[src/hw/core_types_pkg.sv]
`default_nettype none

package core_types_pkg;

    // ------------------------------------------------------------------
    // datapath widths
    // ------------------------------------------------------------------

    localparam int XLEN = 32;

    // ROB holds 16 in-flight results
    localparam int ROB_TAG_W = 4;

    typedef logic [XLEN-1:0] word_t;

    typedef logic [ROB_TAG_W-1:0] rob_tag_t;

    // ------------------------------------------------------------------
    // writeback bundle
    // ------------------------------------------------------------------

    // one result broadcast, used for the CDB and the local wakeup
    typedef struct packed {
        logic     valid;
        rob_tag_t tag;
        word_t    data;
    } wb_bus_t;

endpackage

`default_nettype wire

[src/hw/iq_pkg.sv]
`default_nettype none

package iq_pkg;

    import core_types_pkg::*;

    localparam int IQ_SIZE = 4;
    localparam int IQ_IDX_W = 2;
    // free count has to reach IQ_SIZE itself
    localparam int IQ_CNT_W = $clog2(IQ_SIZE + 1);
    // saturating age, tops out at 15
    localparam int AGE_W = 4;

    typedef enum logic [2:0] {
        ALU_ADD = 3'd0,
        ALU_SUB = 3'd1,
        ALU_AND = 3'd2,
        ALU_OR  = 3'd3,
        ALU_XOR = 3'd4,
        ALU_SLL = 3'd5,
        ALU_SRL = 3'd6,
        ALU_SLT = 3'd7
    } alu_op_e;

    // source operand, value is only meaningful once rdy is set
    typedef struct packed {
        logic     rdy;
        rob_tag_t tag;
        word_t    val;
    } src_t;

    typedef struct packed {
        alu_op_e        op;
        rob_tag_t       dst;
        src_t [1:0]     src;
    } uop_t;

endpackage

`default_nettype wire

[src/hw/iq_dispatch_if.sv]
`timescale 1ns/1ps
`default_nettype none

interface iq_dispatch_if
    import iq_pkg::*;
();

    logic valid;
    logic ready;
    uop_t uop;

    // dispatch side
    modport sender (
        output valid,
        output uop,
        input  ready
    );

    // queue side
    modport receiver (
        input  valid,
        input  uop,
        output ready
    );

endinterface

`default_nettype wire

[src/hw/iq_entry.sv]
`timescale 1ns/1ps
`default_nettype none

module iq_entry
    import core_types_pkg::*;
    import iq_pkg::*;
(
    input  wire     clk,
    input  wire     arst_n_i,
    input  wire     flush_i,

    input  logic    alloc_i,
    input  uop_t    uop_i,

    input  wb_bus_t cdb_i,
    input  wb_bus_t self_i,

    input  logic    issue_i,

    output logic    valid_o,
    output logic    ready_o,
    output uop_t    uop_o
);

    logic valid_q;
    uop_t uop_q;
    uop_t uop_d;

    // capture a broadcast value for a source still waiting on its tag
    function automatic src_t wake_src(src_t src, wb_bus_t cdb, wb_bus_t loc);
        src_t res;
        res = src;
        if (!src.rdy) begin
            if (cdb.valid && (cdb.tag == src.tag)) begin
                res.rdy = 1'b1;
                res.val = cdb.data;
            end else if (loc.valid && (loc.tag == src.tag)) begin
                res.rdy = 1'b1;
                res.val = loc.data;
            end
        end
        return res;
    endfunction

    // ------------------------------------------------------------------
    // next payload, new uop or wakeup of the held one
    // ------------------------------------------------------------------

    always_comb begin
        uop_d = alloc_i ? uop_i : uop_q;
        for (int s = 0; s < 2; s++) begin
            uop_d.src[s] = wake_src(uop_d.src[s], cdb_i, self_i);
        end
    end

    always_ff @(posedge clk or negedge arst_n_i) begin
        if (!arst_n_i) begin
            valid_q <= 1'b0;
        end else if (flush_i) begin
            valid_q <= 1'b0;
        end else if (alloc_i) begin
            valid_q <= 1'b1;
        end else if (issue_i) begin
            valid_q <= 1'b0;
        end
    end

    // payload only, qualified by valid_q
    always_ff @(posedge clk) begin
        uop_q <= uop_d;
    end

    assign valid_o = valid_q;
    assign ready_o = valid_q && uop_q.src[0].rdy && uop_q.src[1].rdy;
    assign uop_o   = uop_q;

endmodule

`default_nettype wire

[src/hw/age_select.sv]
`timescale 1ns/1ps
`default_nettype none

module age_select
    import iq_pkg::*;
(
    input  wire                 clk,
    input  wire                 arst_n_i,
    input  wire                 flush_i,

    input  logic [IQ_SIZE-1:0]  valid_i,
    input  logic [IQ_SIZE-1:0]  ready_i,
    input  logic [IQ_SIZE-1:0]  alloc_i,
    input  logic                advance_i,

    output logic [IQ_SIZE-1:0]  grant_o
);

    logic [AGE_W-1:0] age_q [IQ_SIZE];

    // ------------------------------------------------------------------
    // age counters
    // ------------------------------------------------------------------

    always_ff @(posedge clk or negedge arst_n_i) begin
        if (!arst_n_i) begin
            for (int i = 0; i < IQ_SIZE; i++) begin
                age_q[i] <= '0;
            end
        end else begin
            for (int i = 0; i < IQ_SIZE; i++) begin
                if (flush_i || alloc_i[i]) begin
                    age_q[i] <= '0;
                end else if (valid_i[i] && (age_q[i] != '1)) begin
                    age_q[i] <= age_q[i] + AGE_W'(1);
                end
            end
        end
    end

    // ------------------------------------------------------------------
    // oldest ready entry, strict compare keeps ties on the lower index
    // ------------------------------------------------------------------

    always_comb begin
        logic                found;
        logic [AGE_W-1:0]    best_age;
        logic [IQ_IDX_W-1:0] best_idx;
        found    = 1'b0;
        best_age = '0;
        best_idx = '0;
        grant_o  = '0;
        for (int i = 0; i < IQ_SIZE; i++) begin
            if (ready_i[i] && (!found || (age_q[i] > best_age))) begin
                found    = 1'b1;
                best_age = age_q[i];
                best_idx = IQ_IDX_W'(i);
            end
        end
        if (found && advance_i) begin
            grant_o[best_idx] = 1'b1;
        end
    end

endmodule

`default_nettype wire

[src/hw/alu_exec.sv]
`timescale 1ns/1ps
`default_nettype none

module alu_exec
    import core_types_pkg::*;
    import iq_pkg::*;
(
    input  wire         clk,
    input  wire         arst_n_i,
    input  wire         flush_i,

    input  logic        load_i,
    input  alu_op_e     op_i,
    input  word_t       a_i,
    input  word_t       b_i,
    input  rob_tag_t    tag_i,

    output logic        res_valid_o,
    output rob_tag_t    res_tag_o,
    output word_t       res_data_o,

    input  logic        hold_i
);

    word_t alu_res;
    logic  res_valid_q;

    // ------------------------------------------------------------------
    // combinational ALU
    // ------------------------------------------------------------------

    always_comb begin
        case (op_i)
            ALU_ADD: alu_res = a_i + b_i;
            ALU_SUB: alu_res = a_i - b_i;
            ALU_AND: alu_res = a_i & b_i;
            ALU_OR:  alu_res = a_i | b_i;
            ALU_XOR: alu_res = a_i ^ b_i;
            // shift amount from low 5 bits only
            ALU_SLL: alu_res = a_i << b_i[4:0];
            ALU_SRL: alu_res = a_i >> b_i[4:0];
            ALU_SLT: alu_res = ($signed(a_i) < $signed(b_i)) ? word_t'(1) : word_t'(0);
            default: alu_res = '0;
        endcase
    end

    // ------------------------------------------------------------------
    // result register
    // ------------------------------------------------------------------

    always_ff @(posedge clk or negedge arst_n_i) begin
        if (!arst_n_i) begin
            res_valid_q <= 1'b0;
        end else if (flush_i) begin
            res_valid_q <= 1'b0;
        end else if (load_i) begin
            res_valid_q <= 1'b1;
        end else if (!hold_i) begin
            res_valid_q <= 1'b0;
        end
    end

    always_ff @(posedge clk) begin
        if (load_i) begin
            res_tag_o  <= tag_i;
            res_data_o <= alu_res;
        end
    end

    assign res_valid_o = res_valid_q;

endmodule

`default_nettype wire

[src/hw/alu_iq.sv]
`timescale 1ns/1ps
`default_nettype none

module alu_iq
    import core_types_pkg::*;
    import iq_pkg::*;
(
    input  wire                     clk,
    input  wire                     arst_n_i,
    input  wire                     flush_i,

    iq_dispatch_if.receiver         disp,

    input  wb_bus_t                 cdb_i,

    input  logic                    res_ready_i,
    output logic                    res_valid_o,
    output rob_tag_t                res_tag_o,
    output word_t                   res_data_o
);

    logic [IQ_SIZE-1:0] entry_valid;
    logic [IQ_SIZE-1:0] entry_ready;
    logic [IQ_SIZE-1:0] alloc;
    logic [IQ_SIZE-1:0] grant;
    uop_t               entry_uop [IQ_SIZE];

    logic                disp_fire;
    logic                issue_fire;
    logic                advance;
    logic [IQ_CNT_W-1:0] free_q;
    logic [IQ_CNT_W-1:0] free_d;
    logic                disp_ready_q;

    uop_t    sel_uop;
    logic    iss_valid_q;
    uop_t    iss_uop_q;
    wb_bus_t self_bus;

    // ------------------------------------------------------------------
    // allocation and free count
    // ------------------------------------------------------------------

    assign disp_fire  = disp.valid && disp_ready_q;
    assign issue_fire = |grant;

    // lowest empty slot takes the dispatch
    always_comb begin
        logic found;
        found = 1'b0;
        alloc = '0;
        for (int i = 0; i < IQ_SIZE; i++) begin
            if (!entry_valid[i] && !found) begin
                found    = 1'b1;
                alloc[i] = disp_fire;
            end
        end
    end

    assign free_d = free_q - IQ_CNT_W'(disp_fire) + IQ_CNT_W'(issue_fire);

    always_ff @(posedge clk or negedge arst_n_i) begin
        if (!arst_n_i) begin
            free_q       <= IQ_CNT_W'(IQ_SIZE);
            disp_ready_q <= 1'b1;
        end else if (flush_i) begin
            free_q       <= IQ_CNT_W'(IQ_SIZE);
            disp_ready_q <= 1'b1;
        end else begin
            free_q       <= free_d;
            disp_ready_q <= (free_d >= IQ_CNT_W'(1));
        end
    end

    assign disp.ready = disp_ready_q;

    // ------------------------------------------------------------------
    // entries and oldest-ready pick
    // ------------------------------------------------------------------

    for (genvar i = 0; i < IQ_SIZE; i++) begin : gen_entry
        iq_entry u_entry (
            .clk      (clk),
            .arst_n_i (arst_n_i),
            .flush_i  (flush_i),
            .alloc_i  (alloc[i]),
            .uop_i    (disp.uop),
            .cdb_i    (cdb_i),
            .self_i   (self_bus),
            .issue_i  (grant[i]),
            .valid_o  (entry_valid[i]),
            .ready_o  (entry_ready[i]),
            .uop_o    (entry_uop[i])
        );
    end

    age_select u_age_select (
        .clk       (clk),
        .arst_n_i  (arst_n_i),
        .flush_i   (flush_i),
        .valid_i   (entry_valid),
        .ready_i   (entry_ready),
        .alloc_i   (alloc),
        .advance_i (advance),
        .grant_o   (grant)
    );

    // grant is one-hot
    always_comb begin
        sel_uop = '0;
        for (int i = 0; i < IQ_SIZE; i++) begin
            if (grant[i]) begin
                sel_uop = entry_uop[i];
            end
        end
    end

    // ------------------------------------------------------------------
    // issue register and stall
    // ------------------------------------------------------------------

    // result slot free now or drained this cycle
    assign advance = !res_valid_o || res_ready_i;

    always_ff @(posedge clk or negedge arst_n_i) begin
        if (!arst_n_i) begin
            iss_valid_q <= 1'b0;
        end else if (flush_i) begin
            iss_valid_q <= 1'b0;
        end else if (advance) begin
            iss_valid_q <= issue_fire;
        end
    end

    always_ff @(posedge clk) begin
        if (advance) begin
            iss_uop_q <= sel_uop;
        end
    end

    alu_exec u_alu_exec (
        .clk         (clk),
        .arst_n_i    (arst_n_i),
        .flush_i     (flush_i),
        .load_i      (iss_valid_q && advance),
        .op_i        (iss_uop_q.op),
        .a_i         (iss_uop_q.src[0].val),
        .b_i         (iss_uop_q.src[1].val),
        .tag_i       (iss_uop_q.dst),
        .res_valid_o (res_valid_o),
        .res_tag_o   (res_tag_o),
        .res_data_o  (res_data_o),
        .hold_i      (!advance)
    );

    // result handshake doubles as local wakeup
    assign self_bus.valid = res_valid_o && res_ready_i;
    assign self_bus.tag   = res_tag_o;
    assign self_bus.data  = res_data_o;

endmodule

`default_nettype wire

[src/hw/alu_iq_top.sv]
`timescale 1ns/1ps
`default_nettype none

module alu_iq_top
    import core_types_pkg::*;
    import iq_pkg::*;
(
    input  wire             clk,
    input  wire             arst_n_i,
    input  wire             flush_i,

    input  logic            disp_valid_i,
    output logic            disp_ready_o,
    input  alu_op_e         disp_op_i,
    input  rob_tag_t        disp_dst_i,
    input  logic [1:0]      disp_src_rdy_i,
    input  rob_tag_t [1:0]  disp_src_tag_i,
    input  word_t [1:0]     disp_src_val_i,

    input  logic            cdb_valid_i,
    input  rob_tag_t        cdb_tag_i,
    input  word_t           cdb_data_i,

    input  logic            res_ready_i,
    output logic            res_valid_o,
    output rob_tag_t        res_tag_o,
    output word_t           res_data_o
);

    iq_dispatch_if u_disp_if ();

    uop_t    disp_uop;
    wb_bus_t cdb;

    // ------------------------------------------------------------------
    // pack dispatch ports, top acts as the sender side
    // ------------------------------------------------------------------

    always_comb begin
        disp_uop.op  = disp_op_i;
        disp_uop.dst = disp_dst_i;
        for (int s = 0; s < 2; s++) begin
            disp_uop.src[s].rdy = disp_src_rdy_i[s];
            disp_uop.src[s].tag = disp_src_tag_i[s];
            disp_uop.src[s].val = disp_src_val_i[s];
        end
    end

    assign u_disp_if.valid = disp_valid_i;
    assign u_disp_if.uop   = disp_uop;
    assign disp_ready_o    = u_disp_if.ready;

    assign cdb.valid = cdb_valid_i;
    assign cdb.tag   = cdb_tag_i;
    assign cdb.data  = cdb_data_i;

    alu_iq u_alu_iq (
        .clk         (clk),
        .arst_n_i    (arst_n_i),
        .flush_i     (flush_i),
        .disp        (u_disp_if.receiver),
        .cdb_i       (cdb),
        .res_ready_i (res_ready_i),
        .res_valid_o (res_valid_o),
        .res_tag_o   (res_tag_o),
        .res_data_o  (res_data_o)
    );

endmodule

`default_nettype wire

[config.mk]
export PLATFORM = sky130hd
export DESIGN_NAME = alu_iq_top
export DESIGN_NICKNAME = d
export VERILOG_FILES = /design/src/hw/core_types_pkg.sv /design/src/hw/iq_pkg.sv /design/src/hw/iq_dispatch_if.sv /design/src/hw/iq_entry.sv /design/src/hw/age_select.sv /design/src/hw/alu_exec.sv /design/src/hw/alu_iq.sv /design/src/hw/alu_iq_top.sv
export SDC_FILE = /design/constraint.sdc
export NUM_CORES = 2
export LEC_CHECK = 0
export ABC_AREA = 1
export BUFFER_PORTS_ARGS = -buffer_cell sky130_fd_sc_hd__buf_2
export CORE_UTILIZATION = 23
export DETAILED_ROUTE_END_ITERATION = 10
export PLACE_DENSITY = 0.43
export SLEW_MARGIN = 20
export SYNTH_ARGS = -nofsm -noshare
export SYNTH_HDL_FRONTEND = slang
export SYNTH_SLANG_ARGS = --single-unit
[constraint.sdc]
create_clock -name clk -period 5.8 [get_ports clk]
set_input_delay 0 -clock clk [delete_from_list [all_inputs] [get_ports clk]]
set_output_delay 0 -clock clk [all_outputs]
set_load 0.05 [all_outputs]
==> impl_metrics.yaml <==
outcome:
  run_status: "complete, no violations"
die:
  design.die.area_sq_um: 161000
  dieWidth_um: 401
  die_height_um: 401
  boundaryPins: 161
  floorplan.initialDensity_pct: 23.2
  rows: 146
  core_area_sq_um: 158000
logic_synthesis:
  synth_flop_cell: "sky130_fd_sc_hd__dfxtp_1"
  synth-adder-area-share_pct: 4.08
  syn_area_sq_um: 36700
  synth_async_sr_flop_share_pct: 5.69
  avgSynthCellArea_sq_um: 6.11
  synth.yosys.warnings: 0
  synth_top_family_by_area: "simple AND/OR/NAND/NOR gates"
  complex_gate_fraction_of_the_synthesized_area_pct: 12.1
  synth-edff-count: 135
  mappedNetlistNets: 6247
  synth.area.top_cells: "sky130_fd_sc_hd__nand2_1 18%, sky130_fd_sc_hd__dfxtp_1 16%, sky130_fd_sc_hd__edfxtp_1 11%"
  syn-instance-count: 6006
  ys_ff_latch: 457
  synthSimpleGateAreaFrac_pct: 43.8
  synth_mux_area_share_pct: 0.245
  synth_top_area_share_pct: 18.2
  ys_seq_area_share_pct: 29.0
  yosys.cell_types.count: 54
  yosysMostFrequentCell: "sky130_fd_sc_hd__nand2_1"
  synth_commonest_cells: "1781 x sky130_fd_sc_hd__nand2_1, 619 x sky130_fd_sc_hd__nor2_1, 591 x sky130_fd_sc_hd__nand3_1, 542 x sky130_fd_sc_hd__inv_1, 451 x sky130_fd_sc_hd__o21ai_0"
  yosys.area_share.xor_xnor_pct: 0.566
  synth_top_cell_by_area: "sky130_fd_sc_hd__nand2_1"
clock_network:
  max-clock-path-buffers: 3
  cts_root_buf: "sky130_fd_sc_hd__clkbuf_16"
  clock-sinks: 457
  postCtsSetupBuffers: 0
  cts-buffers-inserted: 59
  cts-htree-levels: 2
  clkTransAtPathRegs_ns: 0.06
  clock_insertion_delay_worst_skew_ns: 0.73
  ctsResizeCount: 0
  tritoncts: "yes"
  post_cts_hold_buffer_count: 151
pwr:
  seqPwrFrac_pct: 26.2
  netSwitchingFraction_pct: 53.5
  vdd.ir_drop.worst_mv: 0.255
  switching_power_mw: 11.7
  static_leakage_nw: 20.1
  combPwrFrac_pct: 55.6
  power_share_of_the_clock_group_pct: 18.3
  p_int_mw: 10.1
  power-per-cell-area_nw_per_um2: 506
worst_setup_path:
  critPathMaxStageDelay_ns: 0.54
  crit_path_frequent_cell: "sky130_fd_sc_hd__o21ai_0"
  path_delay_family: "compound AO/OA/AOI/OAI gates"
  worst-path-max-fanout: 142
  critical_path.endpoint_type: "register"
  worstPathArrival_ns: 5.78
  timing.critical_path.buf_inv: 2
  crit_path_launch_type: "register"
  slowest_cell_on_crit_path: "sky130_fd_sc_hd__buf_12"
  criticalPathCategory: "reg -> reg"
  worstPathRequired_ns: 6.36
drt:
  post_drt_wl_per_cell_um: 27.5
  drt_first_iter_violations: 5176
  detail_route.drc_violations: 0
  antenna_violating_nets_post_route: 0
  first_pass_iters: 8
  detail_route.vias_per_cell: 5.35
  vias: 44129
  routed_wire_length_um: 227000
layout:
  syn_to_final_growth_pct: 17.6
  fillCellCount: 17905
  number_of_standard_cells_in_the_layout_taps_in_and_fillers_out: 8250
  fin_nets: 6365
  post_route_cells_drive_above_1_share_pct: 9.38
  finish.utilization_pct: 27.2
timing:
  timing.max_slew.rel_slack_pct: 17.6
  finalMaxSlewViolations: 0
  setup_viol_count_final: 0
  maxClockFrequency_ghz: 0.192
  final.setup_skew_ns: 0.0773
  finalCritPeriodShare_pct: 90.0
  period_minus_slack_ns: 5.22
  tightestPinTransition_ns: 1.23
  timing_hold_violations_final: 0
  setup_repair_after_global_routing_missed_its_margin: "no"
  finalHoldWorstSlack_ns: 0.0782
  total_negative_slack_for_setup_checks_ns: 0
global_routing:
  grt_start_max_net_pins: 143
  first_global_vias: 41224
  grt_usage_pct: 27.2
  grt_antenna_before_repair: 12
  grt-ovfl-total: 0
  grt_first_pass_wirelength_um: 316000
job:
  max_cap_violations: 0
placed_design:
  port_buffers: 160
  final_estimated_routing_congestion_in_global_placement: 0.994
  place.detailed.instances: 7984
  post_detailed_placement_half_perimeter_wirelength_um: 159000
hold_path:
  worstHoldPathType: "in -> reg"
[kinds of logic (layout without fill, tap and decap cells)]
| logic type | after synthesis | after routing |
|---|---|---|
| xor gates and xnor gates | 22 | 22 |
| other | 0 | 3 |
| buffers and inverters | 943 | 1112 |
| and+or+nand+nor | 3629 | 3629 |
| AOI/OAI and AO/OA | 828 | 828 |
| adders and majority gates | 118 | 118 |
| muxes | 9 | 9 |
| DFF | 457 | 457 |
[worst paths after layout]
kind,start,to,slack (ns),depth (start not counted)
min in group asynchronous,arst_n_i,u_alu_iq.free_q[2]$_DFF_PN1_,0.38,3
min reg2reg,u_alu_iq.iss_uop_q[77]$_DFFE_PN_,u_alu_iq.u_alu_exec.res_tag_o[3]$_DFFE_PP_,0.45,0
max,u_alu_iq.gen_entry[0].u_entry.uop_o[73]$_SDFF_PP1_,u_alu_iq.iss_uop_q[16]$_DFFE_PN_,0.58,27
max reg2reg,u_alu_iq.gen_entry[0].u_entry.uop_o[73]$_SDFF_PP1_,u_alu_iq.iss_uop_q[16]$_DFFE_PN_,0.58,27
min,disp_op_i[2],u_alu_iq.gen_entry[2].u_entry.uop_o[80]$_DFFE_PP_,0.08,2
max in group asynchronous,arst_n_i,u_alu_iq.u_age_select.age_q[12]$_DFFE_PN0P_,5.26,4
[metrics by stage]
stage	cell area (sq um)	worst slack, ns	total power, mW
after floorplan	36700	0.660	12.5
after global placement	39600	0.789	17.3
after detailed placement	39600	0.683	17.2
after CTS	43100	0.594	21.5
after global routing	43100	0.0646	23.0
final	43100	0.582	21.8
[area by class of cell]
type / count / area, sq um / area share (%)
diodes: 3 / 7.51 / 0.0174
clock inverters: 29 / 338 / 0.783
inverters: 560 / 2110 / 4.88
clock buffers: 83 / 1690 / 3.91
well taps: 2072 / 2590 / 6.01
flip-flops and latches: 457 / 10600 / 24.6
multi-input cells: 4606 / 22400 / 52.0
repair buffers: 440 / 3330 / 7.72
[power by group through the flow]
stage | clock network (mW) | logic (mW) | registers (mW)
after global routing | 4.15 | 13.1 | 5.76
after CTS | 4.05 | 11.8 | 5.65
after global placement | 0 | 11.5 | 5.75
after detailed placement | 0 | 11.5 | 5.70
after floorplan | 0 | 7.35 | 5.18
final | 3.99 | 12.1 | 5.72
[cells in the final DEF, fill, tap and decap left out, types with 13 or more instances in the layout]
cell type and n:
sky130_fd_sc_hd__a21oi_1 262, sky130_fd_sc_hd__buf_2 160, sky130_fd_sc_hd__buf_4 126, sky130_fd_sc_hd__clkbuf_1 13, sky130_fd_sc_hd__clkbuf_16 60, sky130_fd_sc_hd__clkinv_2 15, sky130_fd_sc_hd__dfrtp_1 24, sky130_fd_sc_hd__dfxtp_1 296
sky130_fd_sc_hd__dlygate4sd3_1 150, sky130_fd_sc_hd__edfxtp_1 135, sky130_fd_sc_hd__ha_1 115, sky130_fd_sc_hd__inv_1 539, sky130_fd_sc_hd__inv_2 13, sky130_fd_sc_hd__nand2_1 1778, sky130_fd_sc_hd__nand2_2 18, sky130_fd_sc_hd__nand3_1 589
sky130_fd_sc_hd__nand4_1 450, sky130_fd_sc_hd__nor2_1 613, sky130_fd_sc_hd__nor2_2 16, sky130_fd_sc_hd__nor2_4 14, sky130_fd_sc_hd__nor3_1 27, sky130_fd_sc_hd__o211ai_1 24, sky130_fd_sc_hd__o21a_1 18, sky130_fd_sc_hd__o21ai_0 451
sky130_fd_sc_hd__or2_2 88, sky130_fd_sc_hd__xor2_1 17
[registers in the layout, summed over array words and instances (netlist names)]
register                            cells
u_alu_iq.u_alu_exec.res_data_o         32
u_alu_iq.gen_entry.u_entry.uop_o      324
u_alu_iq.gen_entry.u_entry.valid_o      4
u_alu_iq.u_age_select.age_q            16
u_alu_iq.free_q                         3
u_alu_iq.disp.ready                     1
u_alu_iq.u_alu_exec.res_valid_o         1
u_alu_iq.u_alu_exec.res_tag_o           4
u_alu_iq.iss_valid_q                    1
u_alu_iq.iss_uop_q                     71
[layer usage]
layer	vias up	global-route usage, %	part of all wire (%)
met5	-	0	0.018
li1	20147	-	-
met3	480	4.29	8.6
met2	2342	42.0	43
met1	21154	35.8	42
met4	6	15.2	6.4
[worst register-to-register path: stages, from the launching register on]
cell	delay, ns
sky130_fd_sc_hd__dfxtp_1	0.39
sky130_fd_sc_hd__nand3_1	0.17
sky130_fd_sc_hd__inv_1	0.17
sky130_fd_sc_hd__nand2_1	0.11
sky130_fd_sc_hd__ha_1	0.31
sky130_fd_sc_hd__nand2_1	0.06
sky130_fd_sc_hd__o21ai_0	0.14
sky130_fd_sc_hd__o21ai_0	0.10
sky130_fd_sc_hd__nand2_1	0.11
sky130_fd_sc_hd__nand2_4	0.08
sky130_fd_sc_hd__o21ai_0	0.28
sky130_fd_sc_hd__ha_1	0.31
sky130_fd_sc_hd__a21oi_1	0.16
sky130_fd_sc_hd__o21ai_0	0.08
sky130_fd_sc_hd__o21ai_0	0.08
sky130_fd_sc_hd__o21ai_0	0.21
sky130_fd_sc_hd__nand2_4	0.16
sky130_fd_sc_hd__nand2_1	0.06
sky130_fd_sc_hd__o21ai_0	0.10
sky130_fd_sc_hd__ha_1	0.29
sky130_fd_sc_hd__a21oi_1	0.12
sky130_fd_sc_hd__o21ai_0	0.08
sky130_fd_sc_hd__nand2_1	0.07
sky130_fd_sc_hd__nand2_1	0.10
sky130_fd_sc_hd__a21oi_4	0.21
sky130_fd_sc_hd__buf_12	0.54
sky130_fd_sc_hd__nand4_1	0.38
sky130_fd_sc_hd__nand4_1	0.17
Note: power is estimated with default switching activity, not from simulation.
